### src/exec_pkg.sv
`default_nettype none

package exec_pkg;

    localparam int NUM_REGS = 32;
    localparam int REG_AW   = 5;
    localparam int DATA_W   = 32;
    localparam int CNT_W    = 16;
    localparam int IMM_W    = 16;

    // Opcodes
    localparam logic [5:0] OP_RTYPE = 6'd0;
    localparam logic [5:0] OP_ADDI  = 6'd8;
    localparam logic [5:0] OP_ANDI  = 6'd12;
    localparam logic [5:0] OP_ORI   = 6'd13;

    // R-type function codes
    localparam logic [5:0] FN_ADD = 6'd32;
    localparam logic [5:0] FN_SUB = 6'd34;
    localparam logic [5:0] FN_AND = 6'd36;
    localparam logic [5:0] FN_OR  = 6'd37;
    localparam logic [5:0] FN_XOR = 6'd38;
    localparam logic [5:0] FN_SLT = 6'd42;

    // Control FSM encoding
    localparam int         ST_W      = 2;
    localparam logic [1:0] ST_IDLE   = 2'd0;
    localparam logic [1:0] ST_DECODE = 2'd1;
    localparam logic [1:0] ST_WRITE  = 2'd2;

    typedef enum logic [2:0] {
        ALU_ADD,
        ALU_SUB,
        ALU_AND,
        ALU_OR,
        ALU_XOR,
        ALU_SLT,
        ALU_NONE
    } alu_op_e;

    typedef union packed {
        struct packed {
            logic [5:0]        opcode;
            logic [REG_AW-1:0] rs;
            logic [REG_AW-1:0] rt;
            logic [REG_AW-1:0] rd;
            logic [4:0]        shamt;  // Not used by this unit
            logic [5:0]        funct;
        } r;
        struct packed {
            logic [5:0]        opcode;
            logic [REG_AW-1:0] rs;
            logic [REG_AW-1:0] rt;
            logic [IMM_W-1:0]  imm16;
        } i;
    } instr_u;

endpackage

`default_nettype wire
### src/reg_file_if.sv
`timescale 1ns/1ps
`default_nettype none

interface reg_file_if;
    import exec_pkg::*;

    logic [REG_AW-1:0] rs_addr;
    logic [REG_AW-1:0] rt_addr;
    logic [DATA_W-1:0] rs_data;
    logic [DATA_W-1:0] rt_data;
    logic              we;
    logic [REG_AW-1:0] wr_addr;
    logic [DATA_W-1:0] wr_data;

    modport storage (
        input  rs_addr, rt_addr, we, wr_addr, wr_data,
        output rs_data, rt_data
    );

    modport datapath (
        output rs_addr, rt_addr, wr_data,
        input  rs_data, rt_data
    );

    modport writer (
        output we, wr_addr
    );

endinterface

`default_nettype wire

### src/exec_core_top.sv
`timescale 1ns/1ps
`default_nettype none

module exec_core_top (
    input  wire                          i_clk,
    input  wire                          i_reset,
    input  wire                          i_start,
    input  wire  [exec_pkg::DATA_W-1:0]  i_instr,
    input  wire  [exec_pkg::REG_AW-1:0]  i_dbg_addr,
    output logic                         o_busy,
    output logic                         o_done,
    output logic                         o_illegal,
    output logic [exec_pkg::DATA_W-1:0]  o_dbg_data,
    output logic [exec_pkg::CNT_W-1:0]   o_retired
);
    import exec_pkg::*;

    instr_u host_instr;
    instr_u cur_instr;
    logic   legal;
    logic   retire;

    reg_file_if rf ();

    assign host_instr = i_instr;  // Raw word seen through the union

    register_file u_register_file (
        .i_clk      (i_clk),
        .i_reset    (i_reset),
        .i_dbg_addr (i_dbg_addr),
        .o_dbg_data (o_dbg_data),
        .rf         (rf.storage)
    );

    exec_control u_exec_control (
        .i_clk     (i_clk),
        .i_reset   (i_reset),
        .i_start   (i_start),
        .i_instr   (host_instr),
        .i_legal   (legal),
        .rf        (rf.writer),
        .o_instr   (cur_instr),
        .o_busy    (o_busy),
        .o_done    (o_done),
        .o_illegal (o_illegal),
        .o_retire  (retire)
    );

    alu u_alu (
        .i_clk   (i_clk),
        .i_reset (i_reset),
        .i_instr (cur_instr),
        .rf      (rf.datapath),
        .o_legal (legal)
    );

    retire_counter u_retire_counter (
        .i_clk    (i_clk),
        .i_reset  (i_reset),
        .i_retire (retire),
        .o_count  (o_retired)
    );

endmodule

`default_nettype wire

### src/retire_counter.sv
`timescale 1ns/1ps
`default_nettype none

module retire_counter (
    input  wire                         i_clk,
    input  wire                         i_reset,
    input  wire                         i_retire,
    output logic [exec_pkg::CNT_W-1:0]  o_count
);

    always_ff @(posedge i_clk)
    begin
        if (i_reset)
        begin
            o_count <= '0;
        end
        else if (i_retire)
        begin
            o_count <= o_count + 1'b1;  // Wraps past all ones
        end
    end

endmodule

`default_nettype wire

### src/exec_control.sv
`timescale 1ns/1ps
`default_nettype none

module exec_control (
    input  wire                    i_clk,
    input  wire                    i_reset,
    input  wire                    i_start,
    input  wire exec_pkg::instr_u  i_instr,
    input  wire                    i_legal,
    reg_file_if.writer             rf,
    output exec_pkg::instr_u       o_instr,
    output logic                   o_busy,
    output logic                   o_done,
    output logic                   o_illegal,
    output logic                   o_retire
);
    import exec_pkg::*;

    logic [ST_W-1:0] state;
    logic [ST_W-1:0] state_next;
    logic            accept;
    logic            in_write;

    assign accept   = (state == ST_IDLE) && i_start;  // Start ignored while busy
    assign in_write = (state == ST_WRITE);

    always_comb
    begin
        state_next = state;
        case (state)
            ST_IDLE:
            begin
                if (accept)
                begin
                    state_next = ST_DECODE;
                end
            end
            ST_DECODE: state_next = ST_WRITE;
            ST_WRITE:  state_next = ST_IDLE;
            default:   state_next = ST_IDLE;
        endcase
    end

    always_ff @(posedge i_clk)
    begin
        if (i_reset)
        begin
            state <= ST_IDLE;
        end
        else
        begin
            state <= state_next;
        end
    end

    // Instruction word held for the whole operation
    always_ff @(posedge i_clk)
    begin
        if (accept)
        begin
            o_instr <= i_instr;
        end
    end

    // rd for R-type, rt for I-type
    assign rf.wr_addr = (o_instr.r.opcode == OP_RTYPE) ? o_instr.r.rd : o_instr.i.rt;

    assign rf.we     = in_write && i_legal;
    assign o_retire  = in_write && i_legal;
    assign o_illegal = in_write && !i_legal;
    assign o_done    = in_write;                   // One cycle, legal or not
    assign o_busy    = (state != ST_IDLE);         // Falls at the closing edge of WRITE

endmodule

`default_nettype wire

### src/alu.sv
`timescale 1ns/1ps
`default_nettype none

module alu (
    input  wire              i_clk,
    input  wire              i_reset,
    input  wire exec_pkg::instr_u i_instr,
    reg_file_if.datapath     rf,
    output logic             o_legal
);
    import exec_pkg::*;

    alu_op_e           op;
    logic [DATA_W-1:0] operand_b;
    logic [DATA_W-1:0] imm_sext;
    logic [DATA_W-1:0] imm_zext;
    logic [DATA_W-1:0] result;

    // rs and rt sit in the same bits in both views
    assign rf.rs_addr = i_instr.r.rs;
    assign rf.rt_addr = i_instr.r.rt;

    assign imm_sext = {{(DATA_W-IMM_W){i_instr.i.imm16[IMM_W-1]}}, i_instr.i.imm16};
    assign imm_zext = {{(DATA_W-IMM_W){1'b0}}, i_instr.i.imm16};

    always_comb
    begin
        op        = ALU_NONE;
        operand_b = rf.rt_data;
        case (i_instr.r.opcode)
            OP_RTYPE:
            begin
                case (i_instr.r.funct)
                    FN_ADD:  op = ALU_ADD;
                    FN_SUB:  op = ALU_SUB;
                    FN_AND:  op = ALU_AND;
                    FN_OR:   op = ALU_OR;
                    FN_XOR:  op = ALU_XOR;
                    FN_SLT:  op = ALU_SLT;
                    default: op = ALU_NONE;
                endcase
            end
            OP_ADDI:
            begin
                op        = ALU_ADD;
                operand_b = imm_sext;
            end
            OP_ANDI:
            begin
                op        = ALU_AND;
                operand_b = imm_zext;
            end
            OP_ORI:
            begin
                op        = ALU_OR;
                operand_b = imm_zext;
            end
            default: op = ALU_NONE;  // Unknown opcode
        endcase
    end

    assign o_legal = (op != ALU_NONE);

    always_comb
    begin
        case (op)
            ALU_ADD: result = rf.rs_data + operand_b;
            ALU_SUB: result = rf.rs_data - operand_b;
            ALU_AND: result = rf.rs_data & operand_b;
            ALU_OR:  result = rf.rs_data | operand_b;
            ALU_XOR: result = rf.rs_data ^ operand_b;
            ALU_SLT: result = {{(DATA_W-1){1'b0}}, $signed(rf.rs_data) < $signed(operand_b)};
            default: result = '0;
        endcase
    end

    // Sources are stable from DECODE on, so the value captured at its end holds in WRITE
    always_ff @(posedge i_clk)
    begin
        if (i_reset)
        begin
            rf.wr_data <= '0;
        end
        else
        begin
            rf.wr_data <= result;
        end
    end

endmodule

`default_nettype wire

### src/register_file.sv
`timescale 1ns/1ps
`default_nettype none

module register_file (
    input  wire                          i_clk,
    input  wire                          i_reset,
    input  wire  [exec_pkg::REG_AW-1:0]  i_dbg_addr,
    output logic [exec_pkg::DATA_W-1:0]  o_dbg_data,
    reg_file_if.storage                  rf
);
    import exec_pkg::*;

    logic [DATA_W-1:0] regs [NUM_REGS];
    logic              wr_ok;

    // Register 0 is never written, so it keeps the zero loaded at reset
    assign wr_ok = rf.we && (rf.wr_addr != '0);

    always_ff @(posedge i_clk)
    begin
        if (i_reset)
        begin
            for (int i = 0; i < NUM_REGS; i++)
            begin
                regs[i] <= DATA_W'(i);  // Each register starts at its index
            end
        end
        else if (wr_ok)
        begin
            regs[rf.wr_addr] <= rf.wr_data;
        end
    end

    assign rf.rs_data = regs[rf.rs_addr];     // Source A
    assign rf.rt_data = regs[rf.rt_addr];     // Source B
    assign o_dbg_data = regs[i_dbg_addr];     // Debug read, any time

endmodule

`default_nettype wire

### config.mk
export PLATFORM = sky130hd
export DESIGN_NAME = exec_core_top
export DESIGN_NICKNAME = d
export VERILOG_FILES = /design/src/exec_pkg.sv /design/src/reg_file_if.sv /design/src/exec_core_top.sv /design/src/retire_counter.sv /design/src/exec_control.sv /design/src/alu.sv /design/src/register_file.sv
export SDC_FILE = /design/constraint.sdc
export NUM_CORES = 2
export LEC_CHECK = 0
export ABC_CLOCK_PERIOD_IN_PS = 3900
export BUFFER_PORTS_ARGS = -buffer_cell sky130_fd_sc_hd__clkbuf_2
export CORE_UTILIZATION = 55
export CTS_BUF_LIST = sky130_fd_sc_hd__clkbuf_8
export DETAILED_ROUTE_END_ITERATION = 8
export PLACE_DENSITY_LB_ADDON = 0.2
export SETUP_SLACK_MARGIN = 0.15
export SKIP_LAST_GASP = 1
export SLEW_MARGIN = 25
export SYNTH_ARGS = -nofsm -noshare
export SYNTH_HDL_FRONTEND = slang
export SYNTH_HIERARCHICAL = 1
export SYNTH_SLANG_ARGS = --single-unit
### constraint.sdc
create_clock -name i_clk -period 3.9 [get_ports i_clk]
set_input_delay 0.585 -clock i_clk [delete_from_list [all_inputs] [get_ports i_clk]]
set_output_delay 0.585 -clock i_clk [all_outputs]
set_load 0.01 [all_outputs]
Word level (Yosys, flattened, before mapping)
Memories as Yosys holds them, arrays and structs flattened. A register that Yosys moved wholly into a read port is not among the register bits.
Index checks and enable logic that the tools add are counted.
- memory bits (writable): 1024
- word-level logic and storage cells: 59
- memories kept: 1
- bits in registers: 82
- memories (name ; words ; bits a word ; read ports ; clocked after Yosys merged registers in ; wr ports ; line ; source):
    u_register_file.regs ; 32 ; 32 ; 3 ; 2 ; 32 ; register_file.sv:13 ; logic [DATA_W-1:0] regs [NUM_REGS];
- equal/unequal tests: 18
- add/sub/neg operators: 3
- mux-type cells: 17
- reduce and logical (&&, ||, !) cells: 12
- magnitude comparators: 1
- bitwise logic cells: 3
- operator list (cell ; count):
    $pmux W32 S6 ; 1
    $pmux W32 S2 ; 1
    $eq A6 B6 Y1 const B ; 6
    $add A32 B32 Y32 ; 1
    $and A32 B32 Y32 ; 1
    $lt A32 B32 Y1 ; 1
    $mux W32 ; 1
    $or A32 B32 Y32 ; 1
    $reduce_or A32 Y1 ; 1
    $sub A32 B32 Y32 ; 1
    $xor A32 B32 Y32 ; 1
    $mux W5 ; 4
    $eq A6 B4 Y1 const B ; 3
    $pmux W3 S6 ; 1
    $add A16 B1 Y16 const B ; 1
    $pmux W3 S4 ; 1
    $eq A3 B2 Y1 const B ; 2
    $eq A3 B3 Y1 const B ; 2
    $logic_not A6 Y1 ; 1
    $mux W1 ; 6
    $reduce_bool A5 Y1 ; 1
    $logic_and A1 B1 Y1 ; 4
    $pmux W2 S2 ; 1
    $eq A3 B1 Y1 const B ; 1
    other kinds (10) ; 10

Longest topological paths before layout
- depth in word-level cells: 11
- mapped depth: 23

Cells and area by module
The synthesis kept the hierarchy.
- modules (own cells, without submodules) (module ; sequential area each (sq um) ; cells each ; area each (sq um) ; times used):
    register_file ; 30749.5 ; 5779 ; 64700.8 ; 1
    alu ; 640.6 ; 927 ; 6471.2 ; 1
    exec_control ; 1001.0 ; 51 ; 1132.3 ; 1
    retire_counter ; 320.3 ; 83 ; 757.0 ; 1

Worst setup path before layout
Ideal clock, no wire load.
- kind: reg2reg
- start point: register u_exec_control/o_instr[17] (netlist name)
- end point: register u_alu.rf.wr_data[24]
- buffers on the path: 5
- setup time: 0.128 ns
- clock period less this slack: 4.303 ns
- cell stages (with the launch flop): 23
- path slack: -0.403 ns
- arrival time: 4.175 ns
- cell sequence: edfxtp_1 -> buf_4 -> buf_2 -> buf_6 -> buf_2 -> buf_2 -> mux2i_1 -> nand2_1 -> a31oi_1 -> nand3_1 -> mux2_2 -> inv_1 -> ha_1 -> or3_4 -> or4_1 -> a31oi_2 -> o31ai_2 -> or3_4 -> o21ai_4 -> o31ai_2 -> xnor2_1 -> a221oi_1 -> nor2_1
- RTL lines (item ; line ; source):
    end signal, assigned ; alu.sv:86 ; rf.wr_data <= result;
    end, declared ; reg_file_if.sv:21 ; output rs_addr, rt_addr, wr_data,

==> flow_summary.html <==
<table>
<tr><th>Metric</th><th>Value</th></tr>
<tr><th colspan="2">Synthesis</th></tr>
<tr><td>Simple-gate share of the synthesized area</td><td>15.6%</td></tr>
<tr><td>Count of flip-flops with a built-in enable after synthesis</td><td>1056</td></tr>
<tr><td>Post-synth design cell area</td><td>73100 sq um</td></tr>
<tr><td>Unique masters post-synth</td><td>95</td></tr>
<tr><td>Multiplexer share of the synthesized area</td><td>21.5%</td></tr>
<tr><td>Mean Syn Cell Area</td><td>10.7 sq um</td></tr>
<tr><td>Top cell type's share of synthesized area</td><td>43.4%</td></tr>
<tr><td>Largest family of logic cells by synthesized area</td><td>multiplexers</td></tr>
<tr><td>Area leader, netlist</td><td>edfxtp_1</td></tr>
<tr><td>Async set or reset register ratio after synthesis</td><td>0%</td></tr>
<tr><td>Ys flop type</td><td>edfxtp_1</td></tr>
<tr><td>Synth Area in XOR/XNOR</td><td>0.372%</td></tr>
<tr><td>Post-synthesis sequential area ratio</td><td>44.8%</td></tr>
<tr><td>Synth Instances</td><td>6840</td></tr>
<tr><td>Top post-synthesis cells by area</td><td>edfxtp_1 43%, mux2i_1 21%, and2_1 7.9%, a22oi_1 3.0%, a21oi_1 2.6%</td></tr>
<tr><td>Complex-gate fraction of the synthesized area</td><td>11.2%</td></tr>
<tr><td>Post-synthesis adder-cell area fraction</td><td>1.73%</td></tr>
<tr><td>Flop and latch count out of synthesis</td><td>1106</td></tr>
<tr><td>Synthesis Warnings</td><td>6</td></tr>
<tr><th colspan="2">Floorplanning</th></tr>
<tr><td>Width of the die</td><td>366 microns</td></tr>
<tr><td>Overall die area</td><td>134000 sq um</td></tr>
<tr><td>Core footprint</td><td>132000 sq um</td></tr>
<tr><td>Ports placed on the boundary</td><td>91</td></tr>
<tr><td>Total number of placement rows</td><td>133</td></tr>
<tr><td>Vert. Die Dim</td><td>366 microns</td></tr>
<tr><td>Effective utilization at floorplan</td><td>55.5%</td></tr>
<tr><th colspan="2">Hold path</th></tr>
<tr><td>Class of the worst hold path</td><td>in -&gt; reg</td></tr>
<tr><th colspan="2">Global routing</th></tr>
<tr><td>Wire length of the first global-routing pass</td><td>436000 microns</td></tr>
<tr><td>Via count of the first global-routing pass</td><td>62400</td></tr>
<tr><td>Congestion Overflow GR</td><td>0</td></tr>
<tr><td>Antenna violations before repair</td><td>29</td></tr>
<tr><td>Total routing usage reported by global routing</td><td>44.9%</td></tr>
<tr><td>Maximum number of pins on one net before global-route repair</td><td>105</td></tr>
<tr><th colspan="2">Final layout</th></tr>
<tr><td>Most common library cell in the layout ignoring fill and taps</td><td>mux2i_1</td></tr>
<tr><td>Fill cell instance count of the final layout</td><td>9966</td></tr>
<tr><td>Nets@finish</td><td>7838</td></tr>
<tr><td>Non-filler instance count after layout</td><td>9624</td></tr>
<tr><td>Relative area change from synthesis to final layout</td><td>22.5%</td></tr>
<tr><td>Fraction of layout instances using a drive strength above 1</td><td>23.8%</td></tr>
<tr><td>Commonest non-fill, non-tap cells in the layout</td><td>1524 x mux2i_1, 1056 x edfxtp_1, 955 x buf_4</td></tr>
<tr><th colspan="2">STA</th></tr>
<tr><td>Final number of max-transition violations</td><td>0</td></tr>
<tr><td>Unrepaired setup endpoints after global routing</td><td>true</td></tr>
<tr><td>Smallest setup slack after layout</td><td>-1.03 ns</td></tr>
<tr><td>Part of the cycle the worst path needs</td><td>126%</td></tr>
<tr><td>Clock Skew</td><td>0.0640 ns</td></tr>
<tr><td>Tmin final</td><td>4.93 ns</td></tr>
<tr><td>Number of hold violations in the final report</td><td>0</td></tr>
<tr><td>Maximum clock rate</td><td>203 MHz</td></tr>
<tr><td>Measured slew at the worst slew-check pin</td><td>1.05 ns</td></tr>
<tr><td>Final setup violation count</td><td>26</td></tr>
<tr><td>Max-slew headroom at the worst pin</td><td>29.6%</td></tr>
<tr><td>Post-Route Setup TNS</td><td>-20.83 ns</td></tr>
<tr><th colspan="2">Pwr</th></tr>
<tr><td>Power share of the combinational group</td><td>26.7%</td></tr>
<tr><td>Sequential share of power</td><td>41.8%</td></tr>
<tr><td>Share of total power consumed by net switching</td><td>32.2%</td></tr>
<tr><td>Clock share of power</td><td>31.5%</td></tr>
<tr><td>Worst-case vdd ir drop</td><td>0.000414 V</td></tr>
<tr><td>Switching power summed over all nets</td><td>10.7 mW</td></tr>
<tr><td>Leakage Power</td><td>38.0 nW</td></tr>
<tr><td>Power Dens Cells</td><td>371 nW/um^2</td></tr>
<tr><td>Internal power</td><td>22.5 mW</td></tr>
<tr><th colspan="2">Worst setup path</th></tr>
<tr><td>Worst Path Max Fanout</td><td>9</td></tr>
<tr><td>Critical path arrival</td><td>5.72 ns</td></tr>
<tr><td>Kind of launch point of the worst setup path</td><td>flop</td></tr>
<tr><td>Worst setup path category</td><td>reg -&gt; reg</td></tr>
<tr><td>Critical path capture point type</td><td>flop</td></tr>
<tr><td>Required time reported for the critical path endpoint</td><td>4.68 ns</td></tr>
<tr><th colspan="2">Route</th></tr>
<tr><td>DRC violation total after the first TritonRoute iteration</td><td>9643</td></tr>
<tr><td>Post-route antenna net violation count</td><td>0</td></tr>
<tr><td>Number of remaining DRC errors</td><td>0</td></tr>
<tr><td>Via density</td><td>6.77</td></tr>
<tr><td>Routed WL per cell</td><td>32.9 microns</td></tr>
<tr><td>Drt first pass iters</td><td>7</td></tr>
<tr><td>Routed via count</td><td>65200</td></tr>
<tr><td>Overall routed net length</td><td>316000 microns</td></tr>
<tr><th colspan="2">Place</th></tr>
<tr><td>Final HPWL DP</td><td>200000 microns</td></tr>
<tr><td>Quantity of I/O buffers inserted on ports</td><td>90</td></tr>
<tr><td>Placed Instances</td><td>9116</td></tr>
<tr><td>Pre-CTS WS</td><td>-1.42 ns</td></tr>
<tr><td>Last weighted congestion value of the routability-driven placer</td><td>1.02</td></tr>
<tr><th colspan="2">Clock network</th></tr>
<tr><td>TritonCTS clock tree</td><td>yes</td></tr>
<tr><td>Clock slew at reported path FFs</td><td>0.07 ns</td></tr>
<tr><td>Cell at the root of the clock tree</td><td>clkbuf_8</td></tr>
<tr><td>Count of clock tree sinks</td><td>1106</td></tr>
<tr><td>Clock Latency Late Sink</td><td>0.98 ns</td></tr>
<tr><td>CTS Buf Count</td><td>190</td></tr>
<tr><td>CTS max path bufs</td><td>3</td></tr>
<tr><td>H-tree depth reported by CTS</td><td>4</td></tr>
<tr><th colspan="2">Status</th></tr>
<tr><td>Outcome</td><td>complete, but fails checks</td></tr>
<tr><td>Violated checks</td><td>setup timing</td></tr>
<tr><th colspan="2">Job</th></tr>
<tr><td>Number of max-cap violations</td><td>0</td></tr>
</table>
[stage by stage]
stage / hold slack (ns) / power, mW / area [sq um] / util, %
2_1_floorplan: 0.402 / 18.0 / 73500 / -
3_3_place_gp: 0.413 / 21.7 / 82600 / 62.8
3_5_place_dp: 0.432 / 21.8 / 82600 / 62.8
4_1_cts: 0.291 / 32.2 / 87300 / 66.3
5_1_grt: 0.347 / 34.0 / 89500 / 68.0
6_report: 0.342 / 33.2 / 89500 / 68.0
[flip-flops by register name, summed over array words and instances, names as in the netlist]
signal and count:
u_alu/rf.wr_data 32, u_register_file/regs 1024, u_exec_control/state 2, u_retire_counter/o_count 16, u_exec_control/o_instr 32
[path summary, 6_finish.rpt]
check,slack [ns],start,end,cells past startpoint
worst max register to register,-1.03,u_exec_control/o_instr[17]$_DFFE_PP_,u_alu/rf.wr_data[24]$_SDFF_PP0_,22
worst min register to register,0.44,u_exec_control/state[1]$_SDFFE_PP0P_,u_exec_control/state[1]$_SDFFE_PP0P_,1
worst min-delay path,0.34,i_instr[25],u_exec_control/o_instr[25]$_DFFE_PP_,2
worst max-delay path,-1.03,u_exec_control/o_instr[17]$_DFFE_PP_,u_alu/rf.wr_data[24]$_SDFF_PP0_,22
[critical path, cell delays in order (launching register included)]
cell      delay, ns
edfxtp_1       0.43
buf_6          0.16
buf_12         0.14
buf_16         0.15
buf_6          0.13
buf_12         0.12
mux2i_1        0.19
nand2_1        0.11
a31oi_2        0.24
nand3_2        0.22
mux2_4         0.31
inv_1          0.08
ha_1           0.25
or3_4          0.35
or4_4          0.43
a31oi_4        0.23
o31ai_4        0.12
or3_4          0.36
o21ai_4        0.13
o31ai_4        0.12
xnor2_1        0.13
a221oi_1       0.25
nor2_1         0.07
[timing repair]
item / 4_1_cts / 5_1_grt
resized for setup: 102 / 252
hold buffers: 34 / 0
endpoints found under the hold margin: 34 / 0
pin swaps: 14 / 113
buffers inserted: 21 / 73
setup endpoints to repair: 54 / 259
gates cloned: 3 / 14
[metal layers]
| layer | global-route usage, % | routed length, microns |
|---|---|---|
| met1 | 56.0 | 113000 |
| met3 | 12.5 | 41400 |
| met5 | 0 | 88 |
| met2 | 67.2 | 136000 |
| met4 | 32.0 | 25300 |
[cells in the mapped netlist, drive strengths merged (34+ instances only)]
master / number
edfxtp: 1056
a31oi: 108
or2: 38
a21o: 34
dfxtp: 50
clkbuf: 384
nand2: 369
a22o: 193
buf: 272
and2: 920
o21ai: 76
mux2i: 1540
ha: 98
inv: 103
a21oi: 386
or3: 89
nor2: 134
nor3: 121
nand3: 304
a22oi: 289
[power groups by stage]
stage          Sequential [mW]  Combinational, mW  Clock [mW]
6_report                  13.9               8.88        10.5
5_1_grt                   13.9               9.16        11.0
4_1_cts                   13.8               7.93        10.4
3_5_place_dp              14.1               7.69           0
3_3_place_gp              14.1               7.64           0
2_1_floorplan             13.8               4.18           0
[area by class of cell]
type                       instances  area, sq um  share of cell area, %
multi-input combinational       5006        38500                   43.0
sequential                      1106        32700                   36.6
timing repair buffer            1291        12000                   13.5
clock buffer                     198         2730                   3.04
tap                             1755         2200                   2.45
clock inverter                   149          882                  0.986
inverter                         103          407                  0.454
antenna                           16         40.0                 0.0447
[kinds of logic after synthesis]
family,count (synthesis)
AND/OR/NAND/NOR,2068
multiplexers,1564
AO/OA/AOI/OAI,1211
flip-flops,1106
buffers and inverters,759
adder cells (fa/ha/maj),100
XOR/XNOR,31
other,1
No activity file was read; power rests on OpenSTA's default activity.
